--- src/rtl/cpuCtrl_settings.svh ---
`ifndef CPU_CTRL_SETTINGS_SVH
`define CPU_CTRL_SETTINGS_SVH

// width of one instruction word.
`define INSTR_WIDTH 16

// the group field picks one of the four instruction groups.
`define GROUP_MSB 15
`define GROUP_LSB 14

// only the arithmetic/logic group reads the opcode field.
`define OP_MSB 13
`define OP_LSB 10

// in an arithmetic/logic word this bit selects the immediate as operand B.
`define ALU_IMM_BIT 9

// load/store flag bits.
`define LS_STORE_BIT   13
`define LS_BYTE_BIT    12
`define LS_POSTINC_BIT 11

// jump kind field.
`define JMP_KIND_MSB 13
`define JMP_KIND_LSB 12

`endif
--- src/rtl/cpuCtrlPkg.sv ---
`include "cpuCtrl_settings.svh"

package cpuCtrlPkg;

	typedef logic [`INSTR_WIDTH-1:0] instrWord_t;

	typedef logic [1:0] group_t;
	localparam group_t GROUP_SYSTEM     = 2'd0;
	localparam group_t GROUP_LOAD_STORE = 2'd1;
	localparam group_t GROUP_JUMP       = 2'd2;
	localparam group_t GROUP_ARITH      = 2'd3;

	typedef logic [3:0] aluOpx_t; // codes not listed go straight to the ALU.
	localparam aluOpx_t ALU_MOV = 4'd0;
	localparam aluOpx_t ALU_ADD = 4'd1;
	localparam aluOpx_t ALU_CMP = 4'd15;

	typedef logic [2:0] aSrc_t;
	localparam aSrc_t ASRC_REG_A = 3'd0;
	localparam aSrc_t ASRC_PC    = 3'd1;
	localparam aSrc_t ASRC_ZERO  = 3'd2;
	localparam aSrc_t ASRC_REG_B = 3'd3;

	typedef logic [2:0] bSrc_t;
	localparam bSrc_t BSRC_REG_B  = 3'd0;
	localparam bSrc_t BSRC_IMM    = 3'd1;
	localparam bSrc_t BSRC_CONST2 = 3'd2;
	localparam bSrc_t BSRC_OFFSET = 3'd3;

	typedef logic [1:0] dataBus_t;
	localparam dataBus_t DBUS_REGA_DOUT = 2'd0;
	localparam dataBus_t DBUS_ALU_R     = 2'd1;
	localparam dataBus_t DBUS_MEM       = 2'd2;

	typedef logic [1:0] addrBus_t;
	localparam addrBus_t ABUS_PC_A  = 2'd0;
	localparam addrBus_t ABUS_ALU_R = 2'd1;
	localparam addrBus_t ABUS_REG_B = 2'd2;

	typedef logic [1:0] pcBase_t;
	localparam pcBase_t PCB_PC_A  = 2'd0;
	localparam pcBase_t PCB_REG_B = 2'd1;
	localparam pcBase_t PCB_ALU_R = 2'd2;

	typedef logic [1:0] pcOffset_t;
	localparam pcOffset_t PCO_ZERO = 2'd0;
	localparam pcOffset_t PCO_TWO  = 2'd1;
	localparam pcOffset_t PCO_IMM  = 2'd2;

	typedef logic [1:0] regADin_t;
	localparam regADin_t ADIN_DIN   = 2'd0;
	localparam regADin_t ADIN_ALU_R = 2'd1;
	localparam regADin_t ADIN_PC    = 2'd2;

	typedef logic [1:0] regAAddr_t;
	localparam regAAddr_t AADDR_ARGA = 2'd0;
	localparam regAAddr_t AADDR_LINK = 2'd1;
	localparam regAAddr_t AADDR_SP   = 2'd2;

	typedef logic [2:0] regBAddr_t;
	localparam regBAddr_t BADDR_ARGB = 3'd0;
	localparam regBAddr_t BADDR_SP   = 3'd1;
	localparam regBAddr_t BADDR_LINK = 3'd2;

	typedef logic [3:0] regSeq_t;
	localparam regSeq_t SEQ_NONE     = 4'd0;
	localparam regSeq_t SEQ_WRITE_A  = 4'd1;
	localparam regSeq_t SEQ_WRITE_B  = 4'd2;
	localparam regSeq_t SEQ_WRITE_AB = 4'd3;

	typedef struct packed {
		aluOpx_t   aluOp;
		aSrc_t     aSrc;
		bSrc_t     bSrc;
		regAAddr_t regAAddr;
		regBAddr_t regBAddr;
		regSeq_t   regSeq;
	} aluGroupCtrl_t;

	typedef struct packed {
		addrBus_t  addrBus;
		aluOpx_t   aluOp;
		aSrc_t     aSrc;
		bSrc_t     bSrc;
		logic      byteSel; // high for a byte access, low for a word.
		dataBus_t  dataBus;
		pcOffset_t pcOffset;
		logic      rd;
		regSeq_t   regSeq;
		regAAddr_t regAAddr;
		regADin_t  regADin;
		regBAddr_t regBAddr;
		logic      wr;
	} lsGroupCtrl_t;

	typedef struct packed {
		addrBus_t  addrBus;
		bSrc_t     bSrc;
		pcBase_t   pcBase;
		pcOffset_t pcOffset;
		regSeq_t   regSeq;
		regADin_t  regADin;
		regAAddr_t regAAddr;
		regBAddr_t regBAddr;
	} jmpGroupCtrl_t;

	typedef struct packed {
		aluOpx_t   aluOp;
		aSrc_t     aSrc;
		bSrc_t     bSrc;
		logic      byteSel;
		dataBus_t  dataBus;
		logic      rd;
		regAAddr_t regAAddr;
		regADin_t  regADin;
		regSeq_t   regSeq;
		regBAddr_t regBAddr;
		logic      wr;
	} ctrlWord_t;

	typedef struct packed {
		addrBus_t  addrBus;
		pcBase_t   pcBase;
		pcOffset_t pcOffset;
	} seqCtrl_t;

	// every group starts from the controls of the system group.
	localparam ctrlWord_t CTRL_DEFAULT = '{
		aluOp: ALU_MOV, aSrc: ASRC_REG_A, bSrc: BSRC_REG_B, byteSel: 1'b0,
		dataBus: DBUS_REGA_DOUT, rd: 1'b0, regAAddr: AADDR_ARGA, regADin: ADIN_DIN,
		regSeq: SEQ_NONE, regBAddr: BADDR_ARGB, wr: 1'b0
	};

	// fetch always addresses memory from the PC and steps it by one word.
	localparam seqCtrl_t SEQ_CTRL_DEFAULT = '{
		addrBus: ABUS_PC_A, pcBase: PCB_PC_A, pcOffset: PCO_TWO
	};

endpackage

--- src/rtl/controlUnit.sv ---
`timescale 1ns/100ps

module controlUnit (
	input  logic                   CLK,
	input  logic                   RESET,
	input  logic                   instrStrobe,
	input  cpuCtrlPkg::instrWord_t instrWord,
	output logic                   fetch,
	output logic                   execute,
	output cpuCtrlPkg::ctrlWord_t  ctrl,
	output cpuCtrlPkg::seqCtrl_t   seqCtrl
);

	cpuCtrlPkg::instrWord_t    ir;
	cpuCtrlPkg::aluGroupCtrl_t aluCtrl;
	cpuCtrlPkg::lsGroupCtrl_t  lsCtrl;
	cpuCtrlPkg::jmpGroupCtrl_t jmpCtrl;

	phaseSequencer phaseSequencer_i (
		.CLK         (CLK),
		.RESET       (RESET),
		.instrStrobe (instrStrobe),
		.instrWord   (instrWord),
		.fetch       (fetch),
		.execute     (execute),
		.ir          (ir)
	);

	// all three decoders run in parallel on the same word.
	aluGroupDecoder aluGroupDecoder_i (
		.ir      (ir),
		.aluCtrl (aluCtrl)
	);

	loadStoreDecoder loadStoreDecoder_i (
		.ir     (ir),
		.lsCtrl (lsCtrl)
	);

	jumpDecoder jumpDecoder_i (
		.ir      (ir),
		.jmpCtrl (jmpCtrl)
	);

	opxMultiplexer opxMultiplexer_i (
		.CLK     (CLK),
		.RESET   (RESET),
		.fetch   (fetch),
		.execute (execute),
		.ir      (ir),
		.aluCtrl (aluCtrl),
		.lsCtrl  (lsCtrl),
		.jmpCtrl (jmpCtrl),
		.ctrl    (ctrl),
		.seqCtrl (seqCtrl)
	);

endmodule

--- src/rtl/opxMultiplexer.sv ---
`timescale 1ns/100ps
`include "cpuCtrl_settings.svh"

module opxMultiplexer (
	input  logic                      CLK,
	input  logic                      RESET,
	input  logic                      fetch,
	input  logic                      execute,
	input  cpuCtrlPkg::instrWord_t    ir,
	input  cpuCtrlPkg::aluGroupCtrl_t aluCtrl,
	input  cpuCtrlPkg::lsGroupCtrl_t  lsCtrl,
	input  cpuCtrlPkg::jmpGroupCtrl_t jmpCtrl,
	output cpuCtrlPkg::ctrlWord_t     ctrl,
	output cpuCtrlPkg::seqCtrl_t      seqCtrl
);

	cpuCtrlPkg::group_t   group;
	cpuCtrlPkg::seqCtrl_t seqNext;

	assign group = ir[`GROUP_MSB:`GROUP_LSB];

	always_comb begin
		ctrl = cpuCtrlPkg::CTRL_DEFAULT;
		seqNext = cpuCtrlPkg::SEQ_CTRL_DEFAULT;
		case (group)
			cpuCtrlPkg::GROUP_LOAD_STORE: begin
				ctrl.aluOp = lsCtrl.aluOp;
				ctrl.aSrc = lsCtrl.aSrc;
				ctrl.bSrc = lsCtrl.bSrc;
				ctrl.byteSel = lsCtrl.byteSel;
				ctrl.dataBus = lsCtrl.dataBus;
				ctrl.rd = lsCtrl.rd;
				ctrl.regAAddr = lsCtrl.regAAddr;
				ctrl.regADin = lsCtrl.regADin;
				ctrl.regSeq = lsCtrl.regSeq;
				ctrl.regBAddr = lsCtrl.regBAddr;
				ctrl.wr = lsCtrl.wr;
				seqNext.addrBus = lsCtrl.addrBus;
				seqNext.pcOffset = lsCtrl.pcOffset;
			end
			cpuCtrlPkg::GROUP_JUMP: begin
				// the ALU and the data bus keep their defaults and memory is not accessed.
				ctrl.bSrc = jmpCtrl.bSrc;
				ctrl.regAAddr = jmpCtrl.regAAddr;
				ctrl.regADin = jmpCtrl.regADin;
				ctrl.regSeq = jmpCtrl.regSeq;
				ctrl.regBAddr = jmpCtrl.regBAddr;
				seqNext.addrBus = jmpCtrl.addrBus;
				seqNext.pcBase = jmpCtrl.pcBase;
				seqNext.pcOffset = jmpCtrl.pcOffset;
			end
			cpuCtrlPkg::GROUP_ARITH: begin
				ctrl.aluOp = aluCtrl.aluOp;
				ctrl.aSrc = aluCtrl.aSrc;
				ctrl.bSrc = aluCtrl.bSrc;
				ctrl.regAAddr = aluCtrl.regAAddr;
				ctrl.regBAddr = aluCtrl.regBAddr;
				ctrl.regSeq = aluCtrl.regSeq;
				ctrl.dataBus = cpuCtrlPkg::DBUS_ALU_R; // the result is written back from the ALU.
				ctrl.regADin = cpuCtrlPkg::ADIN_ALU_R;
			end
			default: begin
			end
		endcase
	end

	// the executed instruction's selectors are visible for one fetch cycle only.
	always_ff @(posedge CLK or posedge RESET) begin
		if (RESET) begin
			seqCtrl <= cpuCtrlPkg::SEQ_CTRL_DEFAULT;
		end else if (fetch) begin
			seqCtrl <= cpuCtrlPkg::SEQ_CTRL_DEFAULT;
		end else if (execute) begin
			seqCtrl <= seqNext;
		end
	end

endmodule

--- src/rtl/jumpDecoder.sv ---
`timescale 1ns/100ps
`include "cpuCtrl_settings.svh"

module jumpDecoder (
	input  cpuCtrlPkg::instrWord_t    ir,
	output cpuCtrlPkg::jmpGroupCtrl_t jmpCtrl
);

	localparam logic [1:0] KIND_ABSOLUTE = 2'd0;
	localparam logic [1:0] KIND_RELATIVE = 2'd1;
	localparam logic [1:0] KIND_CALL     = 2'd2;
	localparam logic [1:0] KIND_RETURN   = 2'd3;

	logic [1:0] kind;

	assign kind = ir[`JMP_KIND_MSB:`JMP_KIND_LSB];

	always_comb begin
		// the other kinds start from an absolute jump to register B.
		jmpCtrl.addrBus = cpuCtrlPkg::ABUS_REG_B;
		jmpCtrl.bSrc = cpuCtrlPkg::BSRC_REG_B;
		jmpCtrl.pcBase = cpuCtrlPkg::PCB_REG_B;
		jmpCtrl.pcOffset = cpuCtrlPkg::PCO_ZERO;
		jmpCtrl.regSeq = cpuCtrlPkg::SEQ_NONE;
		jmpCtrl.regADin = cpuCtrlPkg::ADIN_DIN;
		jmpCtrl.regAAddr = cpuCtrlPkg::AADDR_ARGA;
		jmpCtrl.regBAddr = cpuCtrlPkg::BADDR_ARGB;

		case (kind)
			KIND_ABSOLUTE: begin
			end
			KIND_RELATIVE: begin
				jmpCtrl.pcBase = cpuCtrlPkg::PCB_PC_A;
				jmpCtrl.pcOffset = cpuCtrlPkg::PCO_IMM;
				jmpCtrl.addrBus = cpuCtrlPkg::ABUS_PC_A;
				jmpCtrl.bSrc = cpuCtrlPkg::BSRC_OFFSET;
			end
			KIND_CALL: begin
				// the return address goes into the link register.
				jmpCtrl.regAAddr = cpuCtrlPkg::AADDR_LINK;
				jmpCtrl.regADin = cpuCtrlPkg::ADIN_PC;
				jmpCtrl.regSeq = cpuCtrlPkg::SEQ_WRITE_A;
			end
			KIND_RETURN: begin
				jmpCtrl.regBAddr = cpuCtrlPkg::BADDR_LINK; // jump target is read from link.
			end
			default: begin
			end
		endcase
	end

endmodule

--- src/rtl/loadStoreDecoder.sv ---
`timescale 1ns/100ps
`include "cpuCtrl_settings.svh"

module loadStoreDecoder (
	input  cpuCtrlPkg::instrWord_t   ir,
	output cpuCtrlPkg::lsGroupCtrl_t lsCtrl
);

	logic isStore;
	logic postInc;

	assign isStore = ir[`LS_STORE_BIT];
	assign postInc = ir[`LS_POSTINC_BIT];

	always_comb begin
		// memory is addressed by register B, and the ALU forms B + 2 for post-increment.
		lsCtrl.addrBus = cpuCtrlPkg::ABUS_REG_B;
		lsCtrl.aluOp = cpuCtrlPkg::ALU_ADD;
		lsCtrl.aSrc = cpuCtrlPkg::ASRC_REG_B;
		lsCtrl.bSrc = cpuCtrlPkg::BSRC_CONST2;
		lsCtrl.byteSel = ir[`LS_BYTE_BIT];
		lsCtrl.pcOffset = cpuCtrlPkg::PCO_TWO;
		lsCtrl.regAAddr = cpuCtrlPkg::AADDR_ARGA;
		lsCtrl.regADin = cpuCtrlPkg::ADIN_DIN;
		lsCtrl.regBAddr = cpuCtrlPkg::BADDR_ARGB;

		if (isStore) begin
			lsCtrl.rd = 1'b0;
			lsCtrl.wr = 1'b1;
			lsCtrl.dataBus = cpuCtrlPkg::DBUS_REGA_DOUT; // register A drives the data bus.
			if (postInc) begin
				lsCtrl.regSeq = cpuCtrlPkg::SEQ_WRITE_B;
			end else begin
				lsCtrl.regSeq = cpuCtrlPkg::SEQ_NONE;
			end
		end else begin
			lsCtrl.rd = 1'b1;
			lsCtrl.wr = 1'b0;
			lsCtrl.dataBus = cpuCtrlPkg::DBUS_MEM;
			if (postInc) begin
				lsCtrl.regSeq = cpuCtrlPkg::SEQ_WRITE_AB;
			end else begin
				lsCtrl.regSeq = cpuCtrlPkg::SEQ_WRITE_A;
			end
		end
	end

endmodule

--- src/rtl/aluGroupDecoder.sv ---
`timescale 1ns/100ps
`include "cpuCtrl_settings.svh"

module aluGroupDecoder (
	input  cpuCtrlPkg::instrWord_t    ir,
	output cpuCtrlPkg::aluGroupCtrl_t aluCtrl
);

	cpuCtrlPkg::aluOpx_t opcode;

	assign opcode = ir[`OP_MSB:`OP_LSB];

	always_comb begin
		aluCtrl.aluOp = opcode; // the opcode goes to the ALU unchanged.
		aluCtrl.aSrc = cpuCtrlPkg::ASRC_REG_A;
		if (ir[`ALU_IMM_BIT]) begin
			aluCtrl.bSrc = cpuCtrlPkg::BSRC_IMM;
		end else begin
			aluCtrl.bSrc = cpuCtrlPkg::BSRC_REG_B;
		end
		aluCtrl.regAAddr = cpuCtrlPkg::AADDR_ARGA;
		aluCtrl.regBAddr = cpuCtrlPkg::BADDR_ARGB;

		// a compare only updates flags, so nothing is written back.
		if (opcode == cpuCtrlPkg::ALU_CMP) begin
			aluCtrl.regSeq = cpuCtrlPkg::SEQ_NONE;
		end else begin
			aluCtrl.regSeq = cpuCtrlPkg::SEQ_WRITE_A;
		end
	end

endmodule

--- src/rtl/phaseSequencer.sv ---
`timescale 1ns/100ps

module phaseSequencer (
	input  logic                   CLK,
	input  logic                   RESET,
	input  logic                   instrStrobe,
	input  cpuCtrlPkg::instrWord_t instrWord,
	output logic                   fetch,
	output logic                   execute,
	output cpuCtrlPkg::instrWord_t ir
);

	typedef enum logic {
		FETCH,
		EXECUTE
	} phase_t;

	phase_t state;
	phase_t stateNext;
	logic   accept;

	assign accept = (state == FETCH) && instrStrobe; // strobes outside fetch are dropped.

	always_comb begin
		stateNext = state;
		case (state)
			FETCH: begin
				if (accept) begin
					stateNext = EXECUTE;
				end
			end
			EXECUTE: stateNext = FETCH; // execute always lasts one cycle.
			default: stateNext = FETCH;
		endcase
	end

	always_ff @(posedge CLK or posedge RESET) begin
		if (RESET) begin
			state <= FETCH;
			ir <= '0; // a cleared word decodes as a harmless system instruction.
		end else begin
			state <= stateNext;
			if (accept) begin
				ir <= instrWord;
			end
		end
	end

	assign fetch = (state == FETCH);
	assign execute = (state == EXECUTE);

endmodule

--- config.mk ---
export PLATFORM = sky130hd
export DESIGN_NAME = controlUnit
export DESIGN_NICKNAME = d
export VERILOG_FILES = /design/src/rtl/cpuCtrlPkg.sv /design/src/rtl/controlUnit.sv /design/src/rtl/opxMultiplexer.sv /design/src/rtl/jumpDecoder.sv /design/src/rtl/loadStoreDecoder.sv /design/src/rtl/aluGroupDecoder.sv /design/src/rtl/phaseSequencer.sv
export VERILOG_INCLUDE_DIRS = /design/src /design/src/rtl
export SDC_FILE = /design/constraint.sdc
export NUM_CORES = 1
export LEC_CHECK = 0
export ABC_AREA = 1
export ABC_CLOCK_PERIOD_IN_PS = 2000
export BUFFER_PORTS_ARGS = -buffer_cell sky130_fd_sc_hd__buf_2
export CAP_MARGIN = 30
export CORE_AREA = 3 3 55 57
export DETAILED_ROUTE_END_ITERATION = 8
export DIE_AREA = 0 0 58 60
export SYNTH_ARGS = -nofsm -noshare
export SYNTH_HDL_FRONTEND = slang
export SYNTH_SLANG_ARGS = --single-unit
--- constraint.sdc ---
create_clock -name CLK -period 2 [get_ports CLK]
set_clock_uncertainty 0.05 [all_clocks]
set_input_delay 0.1 -clock CLK [delete_from_list [all_inputs] [get_ports CLK]]
set_output_delay 0.1 -clock CLK [all_outputs]
set_load 0.02 [all_outputs]
==> flow_metrics.env <==
export IMPL_status="finished, final reports clean"
export IMPL_routed_via_density=3.99
export IMPL_antenna_found_initial=0
export IMPL_die_area_um2=3480
export IMPL_routed_wirelength_mm=1.61
export IMPL_place_area_um2=898
export IMPL_finalCritPeriodShare=0.932
export IMPL_synth_top_area_share=0.356
export IMPL_layout_min_cycle_time_ns=1.86
export IMPL_drc=0
export IMPL_routedWlPerCell_um=9.77
export IMPL_grt_max_degree=13
export IMPL_clkTransAtPathRegs_ns=0.07
export IMPL_pre_cts_ws_ns=0.338
export IMPL_cts_buffer_depth=2
export IMPL_yosys_warnings=0
export IMPL_total_power_mw=0.699
export IMPL_ys_flop_type="dfrtp_1"
export IMPL_fin_cells=165
export IMPL_holdCritPathClass="input pin to flip-flop"
export IMPL_cp_required_ns=1.85
export IMPL_gr_total_overflow=0
export IMPL_grt_pass1_vias=556
export IMPL_maxCapViolCount=0
export IMPL_vdd_drop_max_mv=0.301
export IMPL_start_util=0.307
export IMPL_core_um2=2520
export IMPL_numCtsBuffers=3
export IMPL_min_path_cells=4
export IMPL_track_usage=0.0999
export IMPL_area_growth_pct=30.3
export IMPL_antenna_left=0
export IMPL_avgSynthCellArea_um2=8.14
export IMPL_endpoint_kind="output pin"
export IMPL_layout_drive_gt1_share=0.363
export IMPL_rsz0062_at_grt="false"
export IMPL_diodes=0
export IMPL_gp_congestion=0.796
export IMPL_io_pins=53
export IMPL_numPortBuffers=34
export IMPL_cp_arrival_ns=1.71
export IMPL_h_tree_depth=1
export IMPL_syn_area_um2=773
export IMPL_setup_viol=0
export IMPL_synth_area_leaders="dfrtp_1 36%, nand2_1 13%, buf_4 12%"
export IMPL_dieHeight_um=60
export IMPL_synth_edf_count=0
export IMPL_ys_top_cells_by_count="27 x nand2_1, 12 x buf_4, 12 x inv_1, 11 x dfrtp_1, 6 x ha_1"
export IMPL_drtIter0Drc=7
export IMPL_finalHoldViolations=0
export IMPL_root_buffer="clkbuf_4"
export IMPL_cts_sinks=12
export IMPL_dp_cells=153
export IMPL_dpl_hpwl_mm=1.30
export IMPL_crit_type="flip-flop to output pin"
export IMPL_netlist_instances=95
export IMPL_dr_pass1_iters=4
export IMPL_async_flop_share=1.00
export IMPL_die_w_um=58
export IMPL_critPathMaxFanout=6
export IMPL_clock_latency_ns=0.27
export IMPL_powerDensity_nw_per_um2=694
export IMPL_r2r_cells=4
export IMPL_setup_tns_ns=0
export IMPL_fin_area_um2=1010
export IMPL_seq_area_frac_synth=0.390
export IMPL_synth_top_area_cell="dfrtp_1"
export IMPL_row_count=18
export IMPL_yosys_register_bits=12
export IMPL_slew_violations=0
export IMPL_max_freq_mhz=537
export IMPL_critPathLaunchType="flip-flop"
export IMPL_post_cts_buffers=0
export IMPL_n_fill_cell=274
export IMPL_grt_pass1_wl_mm=2.55
export IMPL_synth_distinct_cells=19
export IMPL_finalWorstSetupSlack_ns=0.137
export IMPL_cts_tree="yes"
export IMPL_p_leak_nw=0.617
export IMPL_synth_most_common_cell="nand2_1"
export IMPL_route_vias_total=659
export IMPL_final_nets=161
==> sequential cells by signal, indices dropped and copies added, names as in the netlist <==
name and flops:
phaseSequencer_i.ir 7, opxMultiplexer_i.seqCtrl 4, phaseSequencer_i.execute 1
==> path summary, 6_finish.rpt <==
path                                         startpoint                           to  slack, ns
worst max-delay path            phaseSequencer_i.ir[15]                      ctrl[4]       0.14
worst min-delay path                        instrStrobe      phaseSequencer_i.ir[11]       0.07
worst max register to register  phaseSequencer_i.ir[15]  opxMultiplexer_i.seqCtrl[5]       0.75
worst min register to register   phaseSequencer_i.ir[9]       phaseSequencer_i.ir[9]       0.44
max in group asynchronous                         RESET  opxMultiplexer_i.seqCtrl[0]       1.25
min in group asynchronous                         RESET      phaseSequencer_i.ir[11]       0.31
==> cell usage in the layout (no fill, tap or decap) <==
cell type,Yosys,final
o21ai_2,5,5
clkbuf_4,0,3
inv_2,2,2
buf_2,0,34
nand3_1,1,1
o21ai_1,1,1
clkbuf_1,0,1
nand2_1,27,27
ha_2,0,1
ha_1,6,5
dfrtp_1,11,11
dlygate4sd3_1,0,8
inv_1,12,12
o21ai_0,1,1
conb_1,1,9
nor2_1,5,5
nor2_2,1,1
nand2_4,1,1
a21oi_1,3,3
nor3_1,2,2
nand2_2,1,1
dfstp_2,1,1
==> power breakdown <==
part / leakage (nW) / internal [mW] / switching (mW)
Combinational: 0.452 / 0.0860 / 0.166
Clock: 0.0150 / 0.0773 / 0.0747
Sequential: 0.150 / 0.268 / 0.0280
==> repair_timing <==
| action | 4_1_cts | 5_1_grt |
|---|---|---|
| gates resized for setup | 0 | 1 |
| endpoints found under the hold margin | 18 | 0 |
| endpoints found under the setup margin | 0 | 1 |
| hold buffers | 8 | 0 |
==> metrics by stage <==
step | utilization | hold slack [ns]
after detailed placement | 0.356 | 0.0732
after global routing | 0.399 | 0.0766
final | 0.399 | 0.0665
after CTS | 0.398 | 0.0662
after floorplan | - | -0.0860
after global placement | 0.356 | 0.0709
==> routing by layer <==
layer,vias up,share of wire,global-route usage
met1,272,0.47,0.138
li1,345,-,-
met2,37,0.38,0.135
met5,-,0,0
met3,5,0.13,0.0302
met4,0,0.021,0.0596
==> worst max-delay path, cell delays in order (launching register included) <==
cell	delay (ns)
dfrtp_1	0.43
inv_1	0.16
ha_2	0.28
inv_1	0.11
nor2_2	0.10
nor2_1	0.05
a21oi_1	0.14
buf_2	0.18
==> cell families (layout without fill, tap and decap cells) <==
group                      Yosys count  after routing  synth area share
DFF                                 12             12             0.390
buffers and inverters               28             60             0.214
other                                1              9           0.00485
AOI/OAI and AO/OA                   10             10            0.0890
and+or+nand+nor                     38             38             0.206
adders and majority gates            6              6            0.0971
==> final cells by class <==
| type | instances | area (µm²) | area share |
|---|---|---|---|
| multi-input cells | 63 | 339 | 0.337 |
| flip-flops and latches | 12 | 302 | 0.299 |
| repair buffers | 42 | 250 | 0.248 |
| inverters | 14 | 52.6 | 0.0522 |
| well taps | 30 | 37.5 | 0.0373 |
| clock buffers | 4 | 26.3 | 0.0261 |
Power figures use the tool's default switching activity.
